File: src/hdl/fdc_bus_pkg.sv
package fdc_bus_pkg;

	////////////////////////////////////////////////////////////
	// Local bus geometry
	////////////////////////////////////////////////////////////

	// Processor address and data widths
	localparam int ADDR_W = 16;
	localparam int DATA_W = 8;

	// Zero page covers 0x0000..0x01FF
	localparam int ZP_DEPTH = 512;

	// Host register mailbox at the top of the zero page
	localparam logic [ADDR_W-1:0] MAILBOX_BASE = 16'h01F8;

	// I/O ports live in page 0xE0
	localparam logic [7:0] IO_PAGE = 8'hE0;

	// Page and offset view of a local address
	typedef struct packed {
		logic [7:0] page;
		logic [7:0] offset;
	} fdc_page_off_t;

	// Raw view for range checks, page view for I/O decode
	typedef union packed {
		logic [ADDR_W-1:0] raw;
		fdc_page_off_t     po;
	} fdc_addr_u;

endpackage

File: src/hdl/fdc_bus_if.sv
`timescale 1ns/100ps

interface fdc_bus_if;

	// Address with raw and page/offset views
	fdc_bus_pkg::fdc_addr_u addr;

	// Write data and strobe
	logic [fdc_bus_pkg::DATA_W-1:0] wdata;
	logic wr;

	// Slave select, one per interface instance
	logic sel;

	// Registered read data, valid the cycle after sel
	logic [fdc_bus_pkg::DATA_W-1:0] rdata;

	// Arbiter side
	modport master (
		output addr, wdata, wr, sel,
		input  rdata
	);

	// Zero page and I/O block side
	modport slave (
		input  addr, wdata, wr, sel,
		output rdata
	);

endinterface

File: src/hdl/fdc_zero_page.sv
`timescale 1ns/100ps

module fdc_zero_page (
	input logic clk,
	fdc_bus_if.slave bus
);
	localparam int ZW = $clog2(fdc_bus_pkg::ZP_DEPTH);

	// 512 bytes, mailbox in the top eight
	logic [fdc_bus_pkg::DATA_W-1:0] mem [fdc_bus_pkg::ZP_DEPTH];
	logic [ZW-1:0] idx;

	// Low address bits only, arbiter did the range check
	assign idx = bus.addr.raw[ZW-1:0];

	always_ff @(posedge clk) begin
		if (bus.sel) begin
			if (bus.wr)
				mem[idx] <= bus.wdata;
			// Old contents on a write cycle
			bus.rdata <= mem[idx];
		end
	end

endmodule

File: src/flat_wrapper.sv
// flat-port wrapper written by rule: the top's interface ports become plain ports
module fdc_zero_page_flat 
  (clk, bus_addr, bus_wdata, bus_wr, bus_sel, bus_rdata);
  fdc_bus_if bus_i ();
  input logic clk;
  input wire logic [$bits(bus_i.addr)-1:0] bus_addr;
  input wire logic [$bits(bus_i.wdata)-1:0] bus_wdata;
  input wire logic [$bits(bus_i.wr)-1:0] bus_wr;
  input wire logic [$bits(bus_i.sel)-1:0] bus_sel;
  output wire logic [$bits(bus_i.rdata)-1:0] bus_rdata;
  assign bus_i.addr = bus_addr;
  assign bus_i.wdata = bus_wdata;
  assign bus_i.wr = bus_wr;
  assign bus_i.sel = bus_sel;
  assign bus_rdata = bus_i.rdata;
  fdc_zero_page u_core (.clk(clk), .bus(bus_i));
endmodule
File: config.mk
export PLATFORM = sky130hd
export DESIGN_NAME = fdc_zero_page_flat
export DESIGN_NICKNAME = d
export VERILOG_FILES = /design/src/hdl/fdc_bus_pkg.sv /design/src/hdl/fdc_bus_if.sv /design/src/hdl/fdc_zero_page.sv /design/src/flat_wrapper.sv
export SDC_FILE = /design/constraint.sdc
export NUM_CORES = 2
export LEC_CHECK = 0
export BUFFER_PORTS_ARGS = -buffer_cell sky130_fd_sc_hd__buf_2
export CORE_ASPECT_RATIO = 0.7
export CORE_MARGIN = 10
export CORE_UTILIZATION = 55
export CTS_CLUSTER_SIZE = 24
export DETAILED_ROUTE_END_ITERATION = 8
export PLACE_DENSITY = 0.7
export SKIP_LAST_GASP = 1
export SYNTH_ARGS = -nofsm -noshare
export SYNTH_HDL_FRONTEND = slang
export SYNTH_SLANG_ARGS = --single-unit
File: constraint.sdc
create_clock -name clk -period 9.15 [get_ports clk]
set_input_delay 1.3725 -clock clk [delete_from_list [all_inputs] [get_ports clk]]
set_output_delay 1.3725 -clock clk [all_outputs]
set_load 0.02 [all_outputs]
==> reports/qor.txt <==
Run status: finished with violations
Violations in the final reports: capacitance limit, slew limit
Post-synth cell types: 63
IR Drop Worst-Case VDD: 0.000187 V
Top post-synthesis cells by area: sky130_fd_sc_hd__edfxtp_1, sky130_fd_sc_hd__mux4_2, sky130_fd_sc_hd__mux2i_1
Setup TNS: 0 ps
Fin. Hold Viols: 0
Num CTS Buffers: 370
Length of the first detailed-routing pass in iterations: 7
Most used cells in the layout excluding fill and tap cells: sky130_fd_sc_hd__edfxtp_1, sky130_fd_sc_hd__mux4_2, sky130_fd_sc_hd__nor2_1, sky130_fd_sc_hd__mux2i_1, sky130_fd_sc_hd__clkbuf_16
Max FO, Critical Path: 61
Portion of the post-synthesis area used by sequential elements: 77.7%
Clock tree skew after final layout: 45.5 ps
Antenna-violating nets left: 0
Signed area change from the synthesized netlist to the final layout: 10.1%
Cell occurring most often along the worst timing path: sky130_fd_sc_hd__nor4_1
Post-CTS setup repair buffer count: 0
Share of layout cells above drive strength 1: 20.5%
Mean Syn Cell Area: 21.0 µm²
Kind of start point of the critical path: input pin
Number of vias after detailed routing: 80803
Quantity of gates resized following cts: 0
Number of nets at the end of the flow: 7659
Most used flip-flop cell after synthesis: sky130_fd_sc_hd__edfxtp_1
Die span in y: 469 µm
Clock slew at the register clock pins of the worst setup and hold paths: 60 ps
Kind of path behind the tightest hold check: in -> reg
Most common cell after layout, fill and taps aside: sky130_fd_sc_hd__edfxtp_1
CP endpoint kind: flop
Number of rows created at floorplan: 164
Cell type with the largest total area after synthesis: sky130_fd_sc_hd__edfxtp_1
Chip Width: 662 µm
Top-area cell type share of the netlist area: 77.7%
Slew margin rel.: -5.28%
CTS sink cnt: 4104
Core region area: 286000 µm²
RD Place Congestion: 0.904
Crit path required time: 9760 ps
Internal reg-to-reg setup slack: 5200 ps
Number of buffers inserted by port buffering: 27
Die Area: 311000 µm²
Slew of the pin with the lowest slew margin: 1580 ps
Maximum number of pins on one net before global-route repair: 214
Number of hold-repair buffers added at the cts stage: 0
Number of levels in the clock H-tree: 5
Cell type of the slowest stage on the worst timing path: sky130_fd_sc_hd__nor4_1
Gate count of the mapped netlist: 7543
Chain of cells forming the critical path: buf_8 > buf_4 > or4b_2 > o22ai_1 > nor4_1 > a31oi_1 > nor4_1 > nand4_1
Clock latency on the worst-skew pair: 930 ps
PD cells: 215 nW/µm²
Number of antenna violations at the first check in global routing: 26
Post-synthesis instance area: 159000 µm²
Portion of the clock cycle consumed by the worst path in the final layout: 61.7%
Total grt overflow: 0
Routed wirelength normalized by instance count: 35.5 µm
Number of synthesized flops with an enable pin: 4104
Ports: 35
Number of global-route vias before repair: 78158
Peak Freq: 177 MHz
Count of unresolved DRC violations after routing: 0
Async set or reset register ratio after synthesis: 0%
Flip-flop and latch count after synthesis: 4104
Avg Vias per Cell: 6.88
Final critical path time including I/O delays and setup: 5640 ps
Clock tree from TritonCTS: done
Maximum clock insertion buffer count: 4
Classification of the worst setup path: in -> reg
Signal arrival time at the worst endpoint: 6250 ps
Wire length of the first global-routing pass: 591 mm
Static leakage: 54.0 nW
RSZ-0062 raised after global routing: false
Initial core utilization: 55.4%
Synthesized netlist net count: 7570
Global routing usage summed across all routing layers: 26.5%
Final routed wirelength across all metal layers: 417 mm
Number of maximum-capacitance constraint violations: 5
Total count of max-transition violations in the final report: 10
Utilization of the core after routing: 61.0%
Post-detailed-placement half-perimeter wirelength: 252 mm
Detailed Route Iter0 Violations: 12809
Max stage delay on crit path: 1150 ps
Setup-failing EPs final: 0
CTS Root Buffer Type: sky130_fd_sc_hd__clkbuf_16
Synth warnings: 0
-- routing by layer --
layer / part of all wire [%] / up-vias / GRT usage [%]
li1: - / 31766 / -
met1: 39 / 42645 / 39.6
met2: 43 / 5578 / 36.0
met3: 15 / 798 / 10.1
met4: 3.5 / 16 / 8.38
met5: 0.081 / - / 0.848
-- cell usage after synthesis (all sizes together), types with 13 or more instances --
cell type	count
mux4	855
nand3	76
or4	13
mux2	29
a22o	44
nor2	569
mux2i	397
nor2b	17
o22ai	145
a22oi	126
buf	238
and3	24
a2111oi	13
clkbuf	236
o21ai	39
nor3	17
a21oi	66
nand4	63
nand2	142
a31oi	66
edfxtp	4104
a221oi	84
nor4	48
-- critical path, delay by kind of cell --
kind	cells	cell delay (ps)
AOI/OAI and AO/OA	2	670
and+or+nand+nor	4	3150
buffers and inverters	2	1020
-- logic make-up (layout without fill, tap and decap cells) --
kind of cell | Yosys count | count (layout) | share of synthesized area [%]
multiplexers | 1281 | 1281 | 14.9
flip-flops | 4104 | 4104 | 77.7
other | 0 | 14 | 0
buffers and inverters | 477 | 850 | 1.59
AND/OR/NAND/NOR | 1036 | 1036 | 2.97
AO/OA/AOI/OAI | 645 | 645 | 2.87
-- report_power, final --
group          leakage [nW]  internal, mW  switching [mW]
combinational          11.4         0.527            1.14
sequential             36.9          20.7          0.0115
clock                  5.66          8.43            6.75
-- through the flow --
stage	area [µm²]	hold WS [ps]	setup slack, ps	total power [mW]	std cells
floorplan	159000	756	5100	22.0	7543
global placement	163000	996	2910	22.7	11078
detailed placement	163000	1010	2800	22.8	11078
CTS	174000	923	3760	37.6	11734
global route	175000	939	3590	38.4	11741
finish	175000	964	3510	37.5	11748
-- path summary, 6_finish.rpt --
check                                                      to                         start  depth (start not counted)
worst max register to register  u_core.bus.rdata[1]$_DFFE_PP_  u_core.mem[467][1]$_DFFE_PP_                          6
worst min-delay path             u_core.mem[255][6]$_DFFE_PP_                  bus_wdata[6]                          1
worst max-delay path            u_core.bus.rdata[5]$_DFFE_PP_                   bus_addr[1]                          8
worst min register to register  u_core.bus.rdata[0]$_DFFE_PP_  u_core.mem[224][0]$_DFFE_PP_                          5
-- layout make-up --
| type | count | area [µm²] |
|---|---|---|
| Timing Repair Buffer | 191 | 1830 |
| Sequential cell | 4104 | 123000 |
| Clock buffer | 447 | 9720 |
| Tap cell | 3818 | 4780 |
| Inverter | 3 | 18.8 |
| Antenna cell | 14 | 35.0 |
| Fill cell | 19626 | 112000 |
| Clock inverter | 209 | 1830 |
| Multi-Input combinational cell | 2962 | 33100 |
-- flip-flops by register name (all words and copies together), names as in the netlist --
register / cells
u_core.bus.rdata: 8
u_core.mem: 4096
Power figures use the tool's default switching activity.
