### src/hdl/fdc_bus_pkg.sv
package fdc_bus_pkg;

	////////////////////////////////////////////////////////////
	// Local bus geometry
	////////////////////////////////////////////////////////////

	// Processor address and data widths
	localparam int ADDR_W = 16;
	localparam int DATA_W = 8;

	// Zero page covers 0x0000..0x01FF
	localparam int ZP_DEPTH = 512;

	// Host register mailbox at the top of the zero page
	localparam logic [ADDR_W-1:0] MAILBOX_BASE = 16'h01F8;

	// I/O ports live in page 0xE0
	localparam logic [7:0] IO_PAGE = 8'hE0;

	// Page and offset view of a local address
	typedef struct packed {
		logic [7:0] page;
		logic [7:0] offset;
	} fdc_page_off_t;

	// Raw view for range checks, page view for I/O decode
	typedef union packed {
		logic [ADDR_W-1:0] raw;
		fdc_page_off_t     po;
	} fdc_addr_u;

endpackage

### src/hdl/fdc_io_pkg.sv
package fdc_io_pkg;

	////////////////////////////////////////////////////////////
	// I/O page offsets
	////////////////////////////////////////////////////////////

	// SD card chip select
	localparam logic [7:0] PORT_MMCA = 8'd0;
	// SPI data and status
	localparam logic [7:0] PORT_SPDR = 8'd1;
	localparam logic [7:0] PORT_SPSR = 8'd2;
	// UART transmit data and control/status
	localparam logic [7:0] PORT_TXD  = 8'd4;
	localparam logic [7:0] PORT_CTL  = 8'd6;
	// Two tick-driven down counters
	localparam logic [7:0] PORT_TMR1 = 8'd7;
	localparam logic [7:0] PORT_TMR2 = 8'd8;
	// Debug LED latch
	localparam logic [7:0] PORT_LED  = 8'd16;

	////////////////////////////////////////////////////////////
	// Status and mailbox
	////////////////////////////////////////////////////////////

	// Busy or ready flag position in SPSR and CTL
	localparam int ST_BUSY_BIT = 0;

	// Data, sector, track, command, control
	localparam int HOST_REGS = 5;

	// Value returned by reads of unmapped locations
	localparam logic [7:0] RD_UNMAPPED = 8'hFF;

endpackage

### src/hdl/fdc_bus_if.sv
`timescale 1ns/100ps

interface fdc_bus_if;

	// Address with raw and page/offset views
	fdc_bus_pkg::fdc_addr_u addr;

	// Write data and strobe
	logic [fdc_bus_pkg::DATA_W-1:0] wdata;
	logic wr;

	// Slave select, one per interface instance
	logic sel;

	// Registered read data, valid the cycle after sel
	logic [fdc_bus_pkg::DATA_W-1:0] rdata;

	// Arbiter side
	modport master (
		output addr, wdata, wr, sel,
		input  rdata
	);

	// Zero page and I/O block side
	modport slave (
		input  addr, wdata, wr, sel,
		output rdata
	);

endinterface

### src/hdl/fdc_bus_arbiter.sv
`timescale 1ns/100ps

module fdc_bus_arbiter (
	input  logic clk,
	input  logic reset_n,
	input  logic [fdc_bus_pkg::ADDR_W-1:0] cpu_addr,
	input  logic [fdc_bus_pkg::DATA_W-1:0] cpu_wdata,
	input  logic cpu_wr,
	input  logic cpu_ce,
	output logic [fdc_bus_pkg::DATA_W-1:0] cpu_rdata,
	input  logic [$clog2(fdc_io_pkg::HOST_REGS)-1:0] hostio_addr,
	input  logic [fdc_bus_pkg::DATA_W-1:0] hostio_idata,
	input  logic hostio_rd,
	input  logic hostio_wr,
	output logic [fdc_bus_pkg::DATA_W-1:0] hostio_odata,
	output logic host_done,
	fdc_bus_if.master zp_bus,
	fdc_bus_if.master io_bus
);
	localparam int HW = $clog2(fdc_io_pkg::HOST_REGS);
	localparam int AW = fdc_bus_pkg::ADDR_W;

	// Pending host request and its payload
	logic host_pend;
	logic host_is_rd;
	logic [HW-1:0] host_idx;
	logic [fdc_bus_pkg::DATA_W-1:0] host_data;
	logic host_req;

	// Current bus cycle
	logic host_grant;
	logic any_grant;
	fdc_bus_pkg::fdc_addr_u bus_addr;
	logic [fdc_bus_pkg::DATA_W-1:0] bus_wdata;
	logic bus_wr;
	logic zp_hit;
	logic io_hit;

	// Where the read data of this cycle comes from
	logic rd_zp_q;
	logic rd_io_q;
	logic rd_host_q;
	logic [fdc_bus_pkg::DATA_W-1:0] rd_data;

	// New strobes count only when nothing is pending
	assign host_req = !host_pend && (hostio_wr || hostio_rd);
	// Processor always wins
	assign host_grant = host_pend && !cpu_ce;
	assign any_grant = cpu_ce || host_pend;
	assign host_done = host_grant;

	always_ff @(posedge clk or negedge reset_n) begin
		if (!reset_n) begin
			host_pend <= 1'b0;
		end else if (host_grant) begin
			host_pend <= 1'b0;
		end else if (host_req) begin
			host_pend <= 1'b1;
		end
	end

	// Write beats read if both strobes come together
	always_ff @(posedge clk) begin
		if (host_req) begin
			host_is_rd <= !hostio_wr;
			host_idx <= hostio_addr;
			host_data <= hostio_idata;
		end
	end

	////////////////////////////////////////////////////////////
	// Peer mux and slave decode
	////////////////////////////////////////////////////////////

	always_comb begin
		if (cpu_ce) begin
			bus_addr.raw = cpu_addr;
			bus_wdata = cpu_wdata;
			bus_wr = cpu_wr;
		end else begin
			// Host register index lands in the mailbox
			bus_addr.raw = fdc_bus_pkg::MAILBOX_BASE + {{(AW-HW){1'b0}}, host_idx};
			bus_wdata = host_data;
			bus_wr = !host_is_rd;
		end
		zp_hit = any_grant && (bus_addr.raw < fdc_bus_pkg::ZP_DEPTH);
		io_hit = any_grant && (bus_addr.po.page == fdc_bus_pkg::IO_PAGE);
	end

	assign zp_bus.addr = bus_addr;
	assign zp_bus.wdata = bus_wdata;
	assign zp_bus.wr = bus_wr;
	assign zp_bus.sel = zp_hit;

	assign io_bus.addr = bus_addr;
	assign io_bus.wdata = bus_wdata;
	assign io_bus.wr = bus_wr;
	assign io_bus.sel = io_hit;

	////////////////////////////////////////////////////////////
	// Read return
	////////////////////////////////////////////////////////////

	always_ff @(posedge clk or negedge reset_n) begin
		if (!reset_n) begin
			rd_zp_q <= 1'b0;
			rd_io_q <= 1'b0;
			rd_host_q <= 1'b0;
		end else begin
			rd_zp_q <= zp_hit && !bus_wr;
			rd_io_q <= io_hit && !bus_wr;
			rd_host_q <= host_grant && host_is_rd;
		end
	end

	// Slaves already register their data
	always_comb begin
		if (rd_zp_q)
			rd_data = zp_bus.rdata;
		else if (rd_io_q)
			rd_data = io_bus.rdata;
		else
			rd_data = fdc_io_pkg::RD_UNMAPPED;
	end

	assign cpu_rdata = rd_data;

	// Host copy holds until the next host read
	always_ff @(posedge clk) begin
		if (rd_host_q)
			hostio_odata <= rd_data;
	end

endmodule

### src/flat_wrapper.sv
// flat-port wrapper written by rule: the top's interface ports become plain ports
module fdc_bus_arbiter_flat 
  (clk, reset_n, cpu_addr, cpu_wdata, cpu_wr, cpu_ce, cpu_rdata, hostio_addr, hostio_idata, hostio_rd, hostio_wr, hostio_odata, host_done, zp_bus_addr, zp_bus_wdata, zp_bus_wr, zp_bus_sel, zp_bus_rdata, io_bus_addr, io_bus_wdata, io_bus_wr, io_bus_sel, io_bus_rdata);
  fdc_bus_if zp_bus_i ();
  fdc_bus_if io_bus_i ();
  input  logic clk;
  input  logic reset_n;
  input  logic [fdc_bus_pkg::ADDR_W-1:0] cpu_addr;
  input  logic [fdc_bus_pkg::DATA_W-1:0] cpu_wdata;
  input  logic cpu_wr;
  input  logic cpu_ce;
  output logic [fdc_bus_pkg::DATA_W-1:0] cpu_rdata;
  input  logic [$clog2(fdc_io_pkg::HOST_REGS)-1:0] hostio_addr;
  input  logic [fdc_bus_pkg::DATA_W-1:0] hostio_idata;
  input  logic hostio_rd;
  input  logic hostio_wr;
  output logic [fdc_bus_pkg::DATA_W-1:0] hostio_odata;
  output logic host_done;
  output wire logic [$bits(zp_bus_i.addr)-1:0] zp_bus_addr;
  output wire logic [$bits(zp_bus_i.wdata)-1:0] zp_bus_wdata;
  output wire logic [$bits(zp_bus_i.wr)-1:0] zp_bus_wr;
  output wire logic [$bits(zp_bus_i.sel)-1:0] zp_bus_sel;
  input wire logic [$bits(zp_bus_i.rdata)-1:0] zp_bus_rdata;
  output wire logic [$bits(io_bus_i.addr)-1:0] io_bus_addr;
  output wire logic [$bits(io_bus_i.wdata)-1:0] io_bus_wdata;
  output wire logic [$bits(io_bus_i.wr)-1:0] io_bus_wr;
  output wire logic [$bits(io_bus_i.sel)-1:0] io_bus_sel;
  input wire logic [$bits(io_bus_i.rdata)-1:0] io_bus_rdata;
  assign zp_bus_addr = zp_bus_i.addr;
  assign zp_bus_wdata = zp_bus_i.wdata;
  assign zp_bus_wr = zp_bus_i.wr;
  assign zp_bus_sel = zp_bus_i.sel;
  assign zp_bus_i.rdata = zp_bus_rdata;
  assign io_bus_addr = io_bus_i.addr;
  assign io_bus_wdata = io_bus_i.wdata;
  assign io_bus_wr = io_bus_i.wr;
  assign io_bus_sel = io_bus_i.sel;
  assign io_bus_i.rdata = io_bus_rdata;
  fdc_bus_arbiter u_core (.clk(clk), .reset_n(reset_n), .cpu_addr(cpu_addr), .cpu_wdata(cpu_wdata), .cpu_wr(cpu_wr), .cpu_ce(cpu_ce), .cpu_rdata(cpu_rdata), .hostio_addr(hostio_addr), .hostio_idata(hostio_idata), .hostio_rd(hostio_rd), .hostio_wr(hostio_wr), .hostio_odata(hostio_odata), .host_done(host_done), .zp_bus(zp_bus_i), .io_bus(io_bus_i));
endmodule
### config.mk
export PLATFORM = sky130hd
export DESIGN_NAME = fdc_bus_arbiter_flat
export DESIGN_NICKNAME = d
export VERILOG_FILES = /design/src/hdl/fdc_bus_pkg.sv /design/src/hdl/fdc_io_pkg.sv /design/src/hdl/fdc_bus_if.sv /design/src/hdl/fdc_bus_arbiter.sv /design/src/flat_wrapper.sv
export SDC_FILE = /design/constraint.sdc
export NUM_CORES = 1
export LEC_CHECK = 0
export BUFFER_PORTS_ARGS = -buffer_cell sky130_fd_sc_hd__buf_2
export CAP_MARGIN = 15
export CORE_MARGIN = 3
export CORE_UTILIZATION = 41
export CTS_BUF_LIST = sky130_fd_sc_hd__clkbuf_8
export DETAILED_ROUTE_END_ITERATION = 16
export GPL_TIMING_DRIVEN = 0
export HOLD_SLACK_MARGIN = 0.02
export PLACE_DENSITY = 0.87
export RECOVER_POWER = 25
export SKIP_LAST_GASP = 1
export SYNTH_ARGS = -nofsm -noshare
export SYNTH_HDL_FRONTEND = slang
export SYNTH_SLANG_ARGS = --single-unit
### constraint.sdc
create_clock -name clk -period 2.65 [get_ports clk]
set_input_delay 0.53 -clock clk [delete_from_list [all_inputs] [get_ports clk]]
set_output_delay 0.53 -clock clk [all_outputs]
set_load 0.05 [all_outputs]
==> parameters.txt <==
Parameter                              Value

Global route
  GR Layer Usage met1 ... 0.208
  Global-route met2 utilization ... 0.314
  Met3 global-route usage ... 0.0439
  Total routing usage reported by global routing ... 0.176
  Wire length of the first global-routing pass ... between 5 and 6 mm
  Maximum number of pins on one net before global-route repair ... 15
  Antenna violations before repair ... 0
  GR peak layer ... met2
  Vias in the first global route ... 1,254
  Total overflow reported by the global router ... 0

STA
  Fmax ... 480 MHz
  Endpoints failing setup ... 0
  Sum of negative setup slack ... 0 ns
  PnR worst setup slack ... 0.565 ns
  Relative max-transition margin ... 0.345
  Worst Clk Skew ... 0.00478 ns
  Actual slew at the worst max-slew pin ... 0.979 ns
  Fin crit share ... 0.787
  Unrepaired setup endpoints after global routing ... false
  Final Hold Violating Endpoints ... 0
  Max-slew violation count ... 0
  Minimum clock period after layout ... 2.09 ns

Logic synthesis
  Flop and latch count out of synthesis ... 24
  Synth Area per Inst ... 11.6 um^2
  Most frequent cells after synthesis ... buf_4, edfxtp_1, nor2_1
  Dominant cell type by area after synthesis ... edfxtp_1
  Share of flip-flops with an asynchronous set or reset ... 0.167
  Proportion of synthesized chip area in sequential cells ... 0.505
  Cell with the most instances after synthesis ... buf_4
  Syn nets ... 177
  Post-synth design cell area ... around 1400 um^2
  Number of warnings printed during yosys synthesis ... 0
  Dominant synthesized flop cell ... edfxtp_1
  Post-synthesis instance total ... 120
  Share of the synthesized area in the top cell type ... 0.433
  Number of distinct library cell variants in the gate-level netlist after synthesis ... 22
  Number of flops mapped to enable cells by yosys ... 20
  Main area contributors after synthesis ... edfxtp_1, buf_4, mux2_4, dfrtp_1, and2_1

Clock network
  Largest buffer count on any clock path ... 2
  CTS buffer count ... 3
  Latest clock arrival within the worst-skew pair ... 0.26 ns
  # clock sinks ... 24
  TritonCTS clock tree ... built
  Number of buffers added to fix hold violations after cts ... 0
  Number of gates given a new drive strength after cts ... 0
  Clock slew seen by the registers of the worst setup and hold paths ... 0.08 ns
  Post-CTS setup repair buffer count ... 0
  Clock tree root buffer cell ... clkbuf_8
  H-tree depth reported by CTS ... 1

Critical path
  Cell mode on critical path ... buf_2
  Arrival time at the worst endpoint ... about 1.6 ns
  Highest-delay cell along the critical path ... dfrtp_1
  Worst-case register-to-register setup slack ... 1.11 ns
  Critical path class ... reg2out
  Maximum net fanout on the critical path ... 10
  Critical path cell sequence ... buf_2 > nand2b_2 > nor2_1 > a21oi_1 > buf_2
  Largest stage delay, worst path ... 0.32 ns
  Capturing element type of the critical path ... output pin
  Setup crit start kind ... register
  Data required time at the worst endpoint ... between 2 and 2.5 ns

Floorplan
  Floorplan die width ... 64.2 um
  Top-level I/O count ... roughly 130
  Number of placement rows ... 20
  Die area ... roughly 4100 um^2
  Total core area ... 3130 um^2
  Initial core utilization ... 0.443
  Y dimension of the die ... 64.2 um

Placement
  Input/output buffers ... about 120
  Pre-CTS setup slack ... between 0.6 and 0.7 ns
  Number of placed cells counting well taps ... 288
  DPL Wire Length ... 3.18 mm
  Global placement routability congestion ... 0.706
  DP Area ... a little over 2000 um^2

Finish
  Layout cell share with drive strength beyond 1 ... 0.677
  Synth-to-layout area growth ... 52.1%
  Count of non-filler cells in the finished layout ... 292
  Number of fillers in the final layout ... 251
  Post-route cell area ... 2110 um^2
  Number of nets in the layout ... between 300 and 400
  Inserted Diodes ... 0

Power
  Leakage ... around 1.1 nW
  Net load switching power ... 432 uW
  Largest voltage drop on the vdd net ... around 0.00021 V
  Power share of the sequential group ... 0.368
  Clock network fraction of design power ... 0.260
  Int Power ... 771 uW
  Power per unit of standard cell area ... 571 nW/um^2
  Combinational group share of total power ... 0.371
  Share of total power consumed by net switching ... 0.359

Drt
  Vias ... ~1,300
  DR DRC count ... 0
  Total iterations of the first detailed-routing run ... 4
  First-iteration detailed-routing DRC count ... 62
  Mean number of vias per cell ... roughly 4.4
  Total wire length ... between 3 and 4 mm
  Average routed wire per standard cell ... 12.8 um
  Count of antenna-violating nets left after detailed routing ... 0

Worst hold path
  Min-delay worst type ... in2async

Run
  Maxcap violations ... 0

Run status
  Outcome ... finished clean
-- placed cells by master (no fill, tap or decap), types with 2 or more instances in the layout --
cell type,count
buf_2,124
buf_4,25
edfxtp_1,20
nor2_1,12
inv_1,10
a21oi_1,9
and2_1,8
mux2_4,8
nand2b_1,7
dfrtp_1,4
mux2_2,3
clkbuf_8,3
buf_6,2
nor3_1,2
clkbuf_1,2
-- cells by family after synthesis --
family | synth area share
DFF | 0.505
muxes | 0.111
and+or+nand+nor | 0.162
AOI/OAI and AO/OA | 0.0361
buffers and inverters | 0.186
-- critical path, delay by kind of cell, from the launching register on --
| kind | cells | cell delay [ns] |
|---|---|---|
| flops | 1 | 0.32 |
| simple gates | 2 | 0.29 |
| compound gates | 1 | 0.18 |
| buf+inv | 2 | 0.50 |
-- per-layer routing --
layer	wire length, um	part of all wire
met1	1390	0.37
met5	0	0
met2	1890	0.51
met3	415	0.11
met4	29	0.0078
-- metrics by stage --
step	hold WS [ns]	power, mW	util
after detailed placement	0.340	0.904	0.659
after global placement	0.339	0.896	0.659
final	0.0747	1.20	0.674
after CTS	0.0480	1.22	0.682
after global routing	0.0792	1.25	0.674
after floorplan	0.234	0.788	-
-- registers in the layout, indices dropped and copies added, names as in the netlist --
| name | count |
|---|---|
| u_core.host_pend | 1 |
| u_core.host_idx | 3 |
| u_core.rd_zp_q | 1 |
| u_core.host_data | 8 |
| u_core.hostio_odata | 8 |
| u_core.host_is_rd | 1 |
| u_core.rd_host_q | 1 |
| u_core.rd_io_q | 1 |
-- power by group through the flow --
stage                     logic [mW]  clock network [mW]  registers, mW
after floorplan                0.326                   0          0.462
after detailed placement       0.452                   0          0.452
after CTS                      0.453               0.321          0.444
final                          0.447               0.313          0.443
after global placement         0.446                   0          0.451
after global routing           0.468               0.341          0.446
-- layout make-up --
class                      instances  area (um^2)  area share
buffer                            29          220       0.104
clock buffer                       3         41.3      0.0196
clock inverter                     1         30.0      0.0142
inverter                          10         37.5      0.0178
multi-input combinational         57          405       0.192
sequential                        24          701       0.332
tap                               44         55.1      0.0261
timing repair buffer             124          618       0.293
-- worst paths after layout --
kind                                                 end  cells past startpoint                    startpoint
max in group asynchronous   u_core.host_pend$_DFFE_PN0P_                      1                       reset_n
setup reg to reg            u_core.host_idx[2]$_DFFE_PP_                      1  u_core.host_pend$_DFFE_PN0P_
setup / recovery                            cpu_rdata[3]                      5      u_core.rd_zp_q$_DFF_PN0_
hold reg to reg               u_core.rd_host_q$_DFF_PN0_                      1   u_core.host_is_rd$_DFFE_PP_
hold / removal                  u_core.rd_io_q$_DFF_PN0_                      1                       reset_n
min in group clk           u_core.host_data[0]$_DFFE_PP_                      1               hostio_idata[0]
Power figures use the tool's default switching activity.
