## src/hdl/fdc_bus_pkg.sv

```systemverilog
package fdc_bus_pkg;

	////////////////////////////////////////////////////////////
	// Local bus geometry
	////////////////////////////////////////////////////////////

	// Processor address and data widths
	localparam int ADDR_W = 16;
	localparam int DATA_W = 8;

	// Zero page covers 0x0000..0x01FF
	localparam int ZP_DEPTH = 512;

	// Host register mailbox at the top of the zero page
	localparam logic [ADDR_W-1:0] MAILBOX_BASE = 16'h01F8;

	// I/O ports live in page 0xE0
	localparam logic [7:0] IO_PAGE = 8'hE0;

	// Page and offset view of a local address
	typedef struct packed {
		logic [7:0] page;
		logic [7:0] offset;
	} fdc_page_off_t;

	// Raw view for range checks, page view for I/O decode
	typedef union packed {
		logic [ADDR_W-1:0] raw;
		fdc_page_off_t     po;
	} fdc_addr_u;

endpackage

```

## src/hdl/fdc_io_pkg.sv

```systemverilog
package fdc_io_pkg;

	////////////////////////////////////////////////////////////
	// I/O page offsets
	////////////////////////////////////////////////////////////

	// SD card chip select
	localparam logic [7:0] PORT_MMCA = 8'd0;
	// SPI data and status
	localparam logic [7:0] PORT_SPDR = 8'd1;
	localparam logic [7:0] PORT_SPSR = 8'd2;
	// UART transmit data and control/status
	localparam logic [7:0] PORT_TXD  = 8'd4;
	localparam logic [7:0] PORT_CTL  = 8'd6;
	// Two tick-driven down counters
	localparam logic [7:0] PORT_TMR1 = 8'd7;
	localparam logic [7:0] PORT_TMR2 = 8'd8;
	// Debug LED latch
	localparam logic [7:0] PORT_LED  = 8'd16;

	////////////////////////////////////////////////////////////
	// Status and mailbox
	////////////////////////////////////////////////////////////

	// Busy or ready flag position in SPSR and CTL
	localparam int ST_BUSY_BIT = 0;

	// Data, sector, track, command, control
	localparam int HOST_REGS = 5;

	// Value returned by reads of unmapped locations
	localparam logic [7:0] RD_UNMAPPED = 8'hFF;

endpackage

```

## src/hdl/fdc_bus_if.sv

```systemverilog
`timescale 1ns/100ps

interface fdc_bus_if;

	// Address with raw and page/offset views
	fdc_bus_pkg::fdc_addr_u addr;

	// Write data and strobe
	logic [fdc_bus_pkg::DATA_W-1:0] wdata;
	logic wr;

	// Slave select, one per interface instance
	logic sel;

	// Registered read data, valid the cycle after sel
	logic [fdc_bus_pkg::DATA_W-1:0] rdata;

	// Arbiter side
	modport master (
		output addr, wdata, wr, sel,
		input  rdata
	);

	// Zero page and I/O block side
	modport slave (
		input  addr, wdata, wr, sel,
		output rdata
	);

endinterface

```

## src/hdl/fdc_uart_tx.sv

```systemverilog
`timescale 1ns/100ps

module fdc_uart_tx #(
	parameter int BAUD_DIV = 868
) (
	input  logic clk,
	input  logic reset_n,
	input  logic load,
	input  logic [7:0] data,
	output logic txd,
	output logic busy
);
	localparam int BW = (BAUD_DIV > 1) ? $clog2(BAUD_DIV) : 1;

	logic [BW-1:0] baud_cnt;
	logic bit_end;
	// Ten bits per frame
	logic [3:0] bit_cnt;
	// Stop, data LSB first, start
	logic [9:0] frame;

	assign bit_end = (baud_cnt == BW'(BAUD_DIV - 1));
	// Idle line shifts in ones
	assign txd = frame[0];

	always_ff @(posedge clk or negedge reset_n) begin
		if (!reset_n) begin
			busy <= 1'b0;
			baud_cnt <= '0;
			bit_cnt <= 4'd0;
			frame <= '1;
		end else if (load && !busy) begin
			// Start bit on the line next cycle
			frame <= {1'b1, data, 1'b0};
			busy <= 1'b1;
			baud_cnt <= '0;
			bit_cnt <= 4'd0;
		end else if (busy) begin
			if (bit_end) begin
				baud_cnt <= '0;
				frame <= {1'b1, frame[9:1]};
				// Busy falls after the stop bit
				if (bit_cnt == 4'd9)
					busy <= 1'b0;
				else
					bit_cnt <= bit_cnt + 4'd1;
			end else begin
				baud_cnt <= baud_cnt + 1'b1;
			end
		end
	end

endmodule

```

## src/hdl/fdc_spi_master.sv

```systemverilog
`timescale 1ns/100ps

module fdc_spi_master #(
	parameter int SPI_DIV = 4
) (
	input  logic clk,
	input  logic reset_n,
	input  logic wr,
	input  logic [7:0] wdata,
	output logic [7:0] rdata,
	output logic ready,
	output logic sck,
	output logic mosi,
	input  logic miso
);
	localparam int DW = (SPI_DIV > 1) ? $clog2(SPI_DIV) : 1;

	logic [DW-1:0] div_cnt;
	logic half_end;
	// Counts falling edges
	logic [2:0] bit_cnt;
	logic [7:0] shreg;
	logic miso_q;
	logic start;

	assign start = wr && ready;
	assign half_end = (div_cnt == DW'(SPI_DIV - 1));

	// Out from the top, in at the bottom
	assign mosi = shreg[7];
	assign rdata = shreg;

	always_ff @(posedge clk or negedge reset_n) begin
		if (!reset_n) begin
			ready <= 1'b1;
			sck <= 1'b0;
			div_cnt <= '0;
			bit_cnt <= 3'd0;
		end else if (start) begin
			ready <= 1'b0;
			div_cnt <= '0;
			bit_cnt <= 3'd0;
		end else if (!ready) begin
			if (half_end) begin
				div_cnt <= '0;
				sck <= !sck;
				// Eighth falling edge ends the byte
				if (sck) begin
					bit_cnt <= bit_cnt + 3'd1;
					if (bit_cnt == 3'd7)
						ready <= 1'b1;
				end
			end else begin
				div_cnt <= div_cnt + 1'b1;
			end
		end
	end

	// Mode 0, sample on rise and shift on fall
	always_ff @(posedge clk or negedge reset_n) begin
		if (!reset_n) begin
			shreg <= 8'hFF;
		end else if (start) begin
			shreg <= wdata;
		end else if (!ready && half_end && sck) begin
			shreg <= {shreg[6:0], miso_q};
		end
	end

	always_ff @(posedge clk) begin
		if (!ready && half_end && !sck)
			miso_q <= miso;
	end

endmodule

```

## src/hdl/fdc_io_ports.sv

```systemverilog
`timescale 1ns/100ps

module fdc_io_ports #(
	parameter int TICK_DIV = 500000,
	parameter int SPI_DIV = 4,
	parameter int BAUD_DIV = 868
) (
	input  logic clk,
	input  logic reset_n,
	fdc_bus_if.slave bus,
	output logic [7:0] leds,
	output logic sd_cs,
	output logic sd_clk,
	output logic sd_mosi,
	input  logic sd_miso,
	output logic uart_txd
);
	localparam int TW = (TICK_DIV > 1) ? $clog2(TICK_DIV) : 1;

	logic [7:0] off;
	logic wr_en;
	logic spi_wr;
	logic [7:0] spi_rdata;
	logic spi_ready;
	logic uart_load;
	logic uart_busy;
	logic [7:0] spsr;
	logic [7:0] ctl;

	// Timer tick prescaler
	logic [TW-1:0] tick_cnt;
	logic tick;
	logic [1:0] tmr_load;
	logic [7:0] tmr [2];

	assign off = bus.addr.po.offset;
	assign wr_en = bus.sel && bus.wr;

	// Load strobes
	assign spi_wr = wr_en && (off == fdc_io_pkg::PORT_SPDR);
	// Writes during a frame are dropped
	assign uart_load = wr_en && (off == fdc_io_pkg::PORT_TXD) && !uart_busy;
	assign tmr_load[0] = wr_en && (off == fdc_io_pkg::PORT_TMR1);
	assign tmr_load[1] = wr_en && (off == fdc_io_pkg::PORT_TMR2);

	////////////////////////////////////////////////////////////
	// Latches and timers
	////////////////////////////////////////////////////////////

	always_ff @(posedge clk or negedge reset_n) begin
		if (!reset_n) begin
			leds <= 8'h00;
			sd_cs <= 1'b1;
		end else begin
			if (wr_en && (off == fdc_io_pkg::PORT_LED))
				leds <= bus.wdata;
			// Chip select from bit 0
			if (wr_en && (off == fdc_io_pkg::PORT_MMCA))
				sd_cs <= bus.wdata[0];
		end
	end

	assign tick = (tick_cnt == TW'(TICK_DIV - 1));

	always_ff @(posedge clk or negedge reset_n) begin
		if (!reset_n) begin
			tick_cnt <= '0;
			tmr[0] <= 8'h00;
			tmr[1] <= 8'h00;
		end else begin
			tick_cnt <= tick ? '0 : tick_cnt + 1'b1;
			for (int i = 0; i < 2; i++) begin
				// Load wins over a tick, count stops at zero
				if (tmr_load[i])
					tmr[i] <= bus.wdata;
				else if (tick && (tmr[i] != 8'h00))
					tmr[i] <= tmr[i] - 8'd1;
			end
		end
	end

	////////////////////////////////////////////////////////////
	// Status and read mux
	////////////////////////////////////////////////////////////

	always_comb begin
		spsr = 8'h00;
		ctl = 8'h00;
		spsr[fdc_io_pkg::ST_BUSY_BIT] = spi_ready;
		ctl[fdc_io_pkg::ST_BUSY_BIT] = uart_busy;
	end

	always_ff @(posedge clk) begin
		if (bus.sel) begin
			case (off)
				fdc_io_pkg::PORT_SPDR: bus.rdata <= spi_rdata;
				fdc_io_pkg::PORT_SPSR: bus.rdata <= spsr;
				fdc_io_pkg::PORT_CTL:  bus.rdata <= ctl;
				fdc_io_pkg::PORT_TMR1: bus.rdata <= tmr[0];
				fdc_io_pkg::PORT_TMR2: bus.rdata <= tmr[1];
				default:               bus.rdata <= fdc_io_pkg::RD_UNMAPPED;
			endcase
		end
	end

	// SD card link
	fdc_spi_master #(.SPI_DIV(SPI_DIV)) u_spi (
		.clk(clk),
		.reset_n(reset_n),
		.wr(spi_wr),
		.wdata(bus.wdata),
		.rdata(spi_rdata),
		.ready(spi_ready),
		.sck(sd_clk),
		.mosi(sd_mosi),
		.miso(sd_miso)
	);

	// Debug serial output
	fdc_uart_tx #(.BAUD_DIV(BAUD_DIV)) u_uart (
		.clk(clk),
		.reset_n(reset_n),
		.load(uart_load),
		.data(bus.wdata),
		.txd(uart_txd),
		.busy(uart_busy)
	);

endmodule

```

## src/flat_wrapper.sv

```systemverilog
// flat-port wrapper written by rule: the top's interface ports become plain ports
module fdc_io_ports_flat 
#(
	parameter int TICK_DIV = 500000,
	parameter int SPI_DIV = 4,
	parameter int BAUD_DIV = 868
)
  (clk, reset_n, leds, sd_cs, sd_clk, sd_mosi, sd_miso, uart_txd, bus_addr, bus_wdata, bus_wr, bus_sel, bus_rdata);
  fdc_bus_if bus_i ();
  input  logic clk;
  input  logic reset_n;
  output logic [7:0] leds;
  output logic sd_cs;
  output logic sd_clk;
  output logic sd_mosi;
  input  logic sd_miso;
  output logic uart_txd;
  input wire logic [$bits(bus_i.addr)-1:0] bus_addr;
  input wire logic [$bits(bus_i.wdata)-1:0] bus_wdata;
  input wire logic [$bits(bus_i.wr)-1:0] bus_wr;
  input wire logic [$bits(bus_i.sel)-1:0] bus_sel;
  output wire logic [$bits(bus_i.rdata)-1:0] bus_rdata;
  assign bus_i.addr = bus_addr;
  assign bus_i.wdata = bus_wdata;
  assign bus_i.wr = bus_wr;
  assign bus_i.sel = bus_sel;
  assign bus_rdata = bus_i.rdata;
  fdc_io_ports #(.TICK_DIV(TICK_DIV), .SPI_DIV(SPI_DIV), .BAUD_DIV(BAUD_DIV)) u_core (.clk(clk), .reset_n(reset_n), .bus(bus_i), .leds(leds), .sd_cs(sd_cs), .sd_clk(sd_clk), .sd_mosi(sd_mosi), .sd_miso(sd_miso), .uart_txd(uart_txd));
endmodule
```

## config.mk

```make
export PLATFORM = sky130hd
export DESIGN_NAME = fdc_io_ports_flat
export DESIGN_NICKNAME = d
export VERILOG_FILES = /design/src/hdl/fdc_bus_pkg.sv /design/src/hdl/fdc_io_pkg.sv /design/src/hdl/fdc_bus_if.sv /design/src/hdl/fdc_uart_tx.sv /design/src/hdl/fdc_spi_master.sv /design/src/hdl/fdc_io_ports.sv /design/src/flat_wrapper.sv
export SDC_FILE = /design/constraint.sdc
export NUM_CORES = 1
export LEC_CHECK = 0
export CORE_ASPECT_RATIO = 0.6
export CORE_MARGIN = 2
export CORE_UTILIZATION = 55
export CTS_CLUSTER_SIZE = 28
export DETAILED_ROUTE_END_ITERATION = 10
export DONT_BUFFER_PORTS = 1
export GPL_TIMING_DRIVEN = 0
export MAX_ROUTING_LAYER = met4
export PLACE_DENSITY_LB_ADDON = 0.05
export SETUP_SLACK_MARGIN = 0.2
export SLEW_MARGIN = 20
export SYNTH_ARGS = -nofsm -noshare
export SYNTH_HDL_FRONTEND = slang
export SYNTH_SLANG_ARGS = --single-unit
```

## constraint.sdc

```tcl
create_clock -name clk -period 2.6 [get_ports clk]
set_input_delay 0.26 -clock clk [delete_from_list [all_inputs] [get_ports clk]]
set_output_delay 0.26 -clock clk [all_outputs]
set_load 0.01 [all_outputs]
```

==> impl_metrics.json <==
{
  "status": "completed",
  "n_antenna_cell": 0,
  "io_pins": 49,
  "grt_pass1_vias": 3588,
  "synth-seq-cells": 92,
  "synth-compound-area-share_pct": 11.1,
  "avgRoutedWirePerCell_microns": 18.5,
  "cpPeakStageDelay_ps": 410,
  "tightest_slew_ps": 848,
  "rsz0062_at_grt": "yes",
  "max-vdd-ir-drop_v": 0.000374,
  "fin_skew_ps": 9.91,
  "grt_pass1_wl_microns": 18500,
  "tns_ps": 0,
  "clk_pin_slew_ps": 60,
  "path_cells": "ha_1 -> and4_1 -> buf_2 -> nand4_1 -> nor3_2 -> mux2i_1 -> mux2_2",
  "drive_gt1_share_pct": 14.8,
  "crit_type": "reg -> reg",
  "synthSimpleGateAreaFrac_pct": 23.3,
  "cts_num_sinks": 92,
  "cts_root_buf": "clkbuf_16",
  "synth_cell_type_count": 55,
  "post-route-period-util_pct": 88.5,
  "dp_hpwl_microns": 7850,
  "synth-main-ff-cell": "dfrtp_1",
  "synth_adder_area_share_pct": 2.88,
  "htreeDepth": 3,
  "avgSynthCellArea_sq_um": 10.1,
  "grt_overflow": 0,
  "layout_common_cells": "dfrtp_1, nor2_1, nand2_1",
  "die-width_microns": 124,
  "clock_latency_ps": 340,
  "ant_nets": 0,
  "viasPerCell": 6.05,
  "drc_errors": 0,
  "grtUsageTotal_pct": 25.5,
  "nNetsFinal": 528,
  "area_delta_synth_final_pct": 11.3,
  "top_usage_layer": "met1",
  "pwr_density_cell_mw_per_mm2": 645,
  "synth_top_family_by_area": "simple AND/OR/NAND/NOR gates",
  "setup_ws_ps": 300,
  "period_minus_slack_ps": 2300,
  "start_util_pct": 56.4,
  "num_vias": 3658,
  "syn_nets": 514,
  "worstPathArrival_ps": 2520,
  "gr-usage-met2_pct": 32.7,
  "clockBufferDepth": 2,
  "finalSetupViolations": 0,
  "endpoint_kind": "flip-flop",
  "coreArea_sq_mm": 0.00849,
  "drtIter0Drc": 243,
  "die_h_microns": 76.2,
  "ys_warn_count": 0,
  "fmax_ghz": 0.435,
  "syn_inst": 474,
  "drt-total-wl_microns": 11200,
  "num_rows": 26,
  "cts_tree": "yes",
  "grt_max_degree": 84,
  "layout_commonest_cell": "dfrtp_1",
  "yosysTopAreaCellShare_pct": 33.5,
  "hp-class": "in -> reg",
  "yosys-top-cells-area": "dfrtp_1, dfstp_2, edfxtp_1, nor2_1, nand2_1",
  "io_buffer_count": 0,
  "seq_area_frac_synth_pct": 49.6,
  "synth_xor_area_share_pct": 5.67,
  "gp_congestion": 0.897,
  "dp_slack_ps": 212,
  "p_leak_nw": 2.14,
  "hold_viol": 0,
  "antenna_found_initial": 0,
  "dr.pass1.iters": 4,
  "synth-edff-count": 9,
  "synthMuxAreaShare_pct": 4.65,
  "slew_violations": 0,
  "slowest_stage": "dfrtp_1",
  "cp_max_fo": 6,
  "cap_violations": 0,
  "netlist_area_sq_mm": 0.00478,
  "numCtsBuffers": 9,
  "yosysTopAreaCell": "dfrtp_1",
  "met3_usage_pct": 7.30,
  "post_cts_buffers": 0,
  "dieArea_sq_mm": 0.00949,
  "start_kind": "flip-flop",
  "crit_required_ps": 2820,
  "grt_util_met1_pct": 39.8,
  "slew_headroom_pct": 43.0,
  "async_reset_ff_share_pct": 90.2
}
stage by stage:
stage / utilization (%) / hold WS [ps] / cells / cell area, sq um / total power [W]
2_1_floorplan: - / -35.6 / 474 / 4780 / 0.00191
3_3_place_gp: 58.0 / -33.9 / 586 / 4920 / 0.00196
3_5_place_dp: 58.0 / -34.0 / 586 / 4920 / 0.00198
4_1_cts: 62.4 / 3.26 / 604 / 5300 / 0.00345
5_1_grt: 62.7 / 9.77 / 605 / 5320 / 0.00359
6_report: 62.7 / 25.7 / 605 / 5320 / 0.00343
worst paths after layout:
path                       slack (ps)                     to             startpoint  depth (start not counted)
max                               300          u_core.tmr[9]     u_core.tick_cnt[0]                          7
min                                30    u_core.bus.rdata[2]                bus_sel                          0
max reg2reg                       300          u_core.tmr[9]     u_core.tick_cnt[0]                          7
min reg2reg                       470  u_core.u_spi.rdata[5]  u_core.u_spi.rdata[5]                          2
max in group asynchronous        1770  u_core.u_spi.rdata[6]                reset_n                          2
min in group asynchronous         470    u_core.tick_cnt[13]                reset_n                          2
per-layer routing:
metal | up-vias | wire, microns | part of all wire [%]
li1 | 1731 | - | -
met5 | - | 0 | 0
met2 | 126 | 4430 | 40
met1 | 1795 | 5900 | 53
met3 | 6 | 813 | 7.3
met4 | 0 | 59 | 0.53
registers in the layout, indices dropped and copies added (netlist names):
| register | count |
|---|---|
| u_core.u_spi.sck | 1 |
| u_core.tmr | 16 |
| u_core.u_uart.busy | 1 |
| u_core.leds | 8 |
| u_core.u_uart.bit_cnt | 4 |
| u_core.u_spi.div_cnt | 2 |
| u_core.sd_cs | 1 |
| u_core.u_spi.ready | 1 |
| u_core.u_spi.miso_q | 1 |
| u_core.u_spi.rdata | 8 |
| u_core.u_uart.baud_cnt | 10 |
| u_core.u_spi.bit_cnt | 3 |
| u_core.tick_cnt | 19 |
| u_core.u_uart.frame | 9 |
| u_core.bus.rdata | 8 |
critical path: cells and delay by family, from the launching register on:
kind          cells  cell delay (ps)
buf+inv           1              190
mux               2              400
simple gates      3              920
fa+ha+maj         1              260
flops             1              410
synthesized netlist by cell type (all sizes together), types with 2 or more instances:
master	n
a211o	7
a21oi	14
a22o	5
a22oi	18
a31oi	5
and2	2
and3	4
and4	5
and4bb	2
buf	7
clkbuf	10
dfrtp	64
dfstp	19
edfxtp	9
ha	11
inv	17
mux2	10
mux2i	11
nand2	48
nand2b	4
nand3	24
nand4	10
nand4b	5
nor2	56
nor2b	5
nor3	9
nor4	10
nor4b	5
o21ai	20
o22ai	2
or2	5
or3b	3
or4	4
or4b	2
xnor2	18
xor2	13
power by group:
part           switching, W  leakage (nW)  total (W)  internal (W)
Clock              0.000546         0.159    0.00144      0.000894
Combinational      0.000162         0.928   0.000300      0.000139
Sequential         0.000123          1.05    0.00169       0.00157
Total              0.000831          2.14    0.00343       0.00260
layout make-up:
cell class / count / area, sq um
plain buffers: 17 / 71.3
clock buffers: 12 / 256
clock inverters: 4 / 72.6
fillers: 684 / 3170
inverters: 17 / 63.8
multi-input cells: 348 / 2300
flip-flops and latches: 92 / 2370
well taps: 112 / 140
repair buffers: 3 / 47.5
what timing repair did:
item,4_1_cts,5_1_grt
hold buffers,2,1
resized for setup,1,3
endpoints found under the hold margin,83,1
setup endpoints to repair,1,2
logic make-up after synthesis:
group | after synthesis
and+or+nand+nor | 205
DFF | 92
AOI/OAI and AO/OA | 80
buffers and inverters | 34
xor gates and xnor gates | 31
muxes | 21
adders and majority gates | 11
Note: power is estimated with default switching activity, not from simulation.
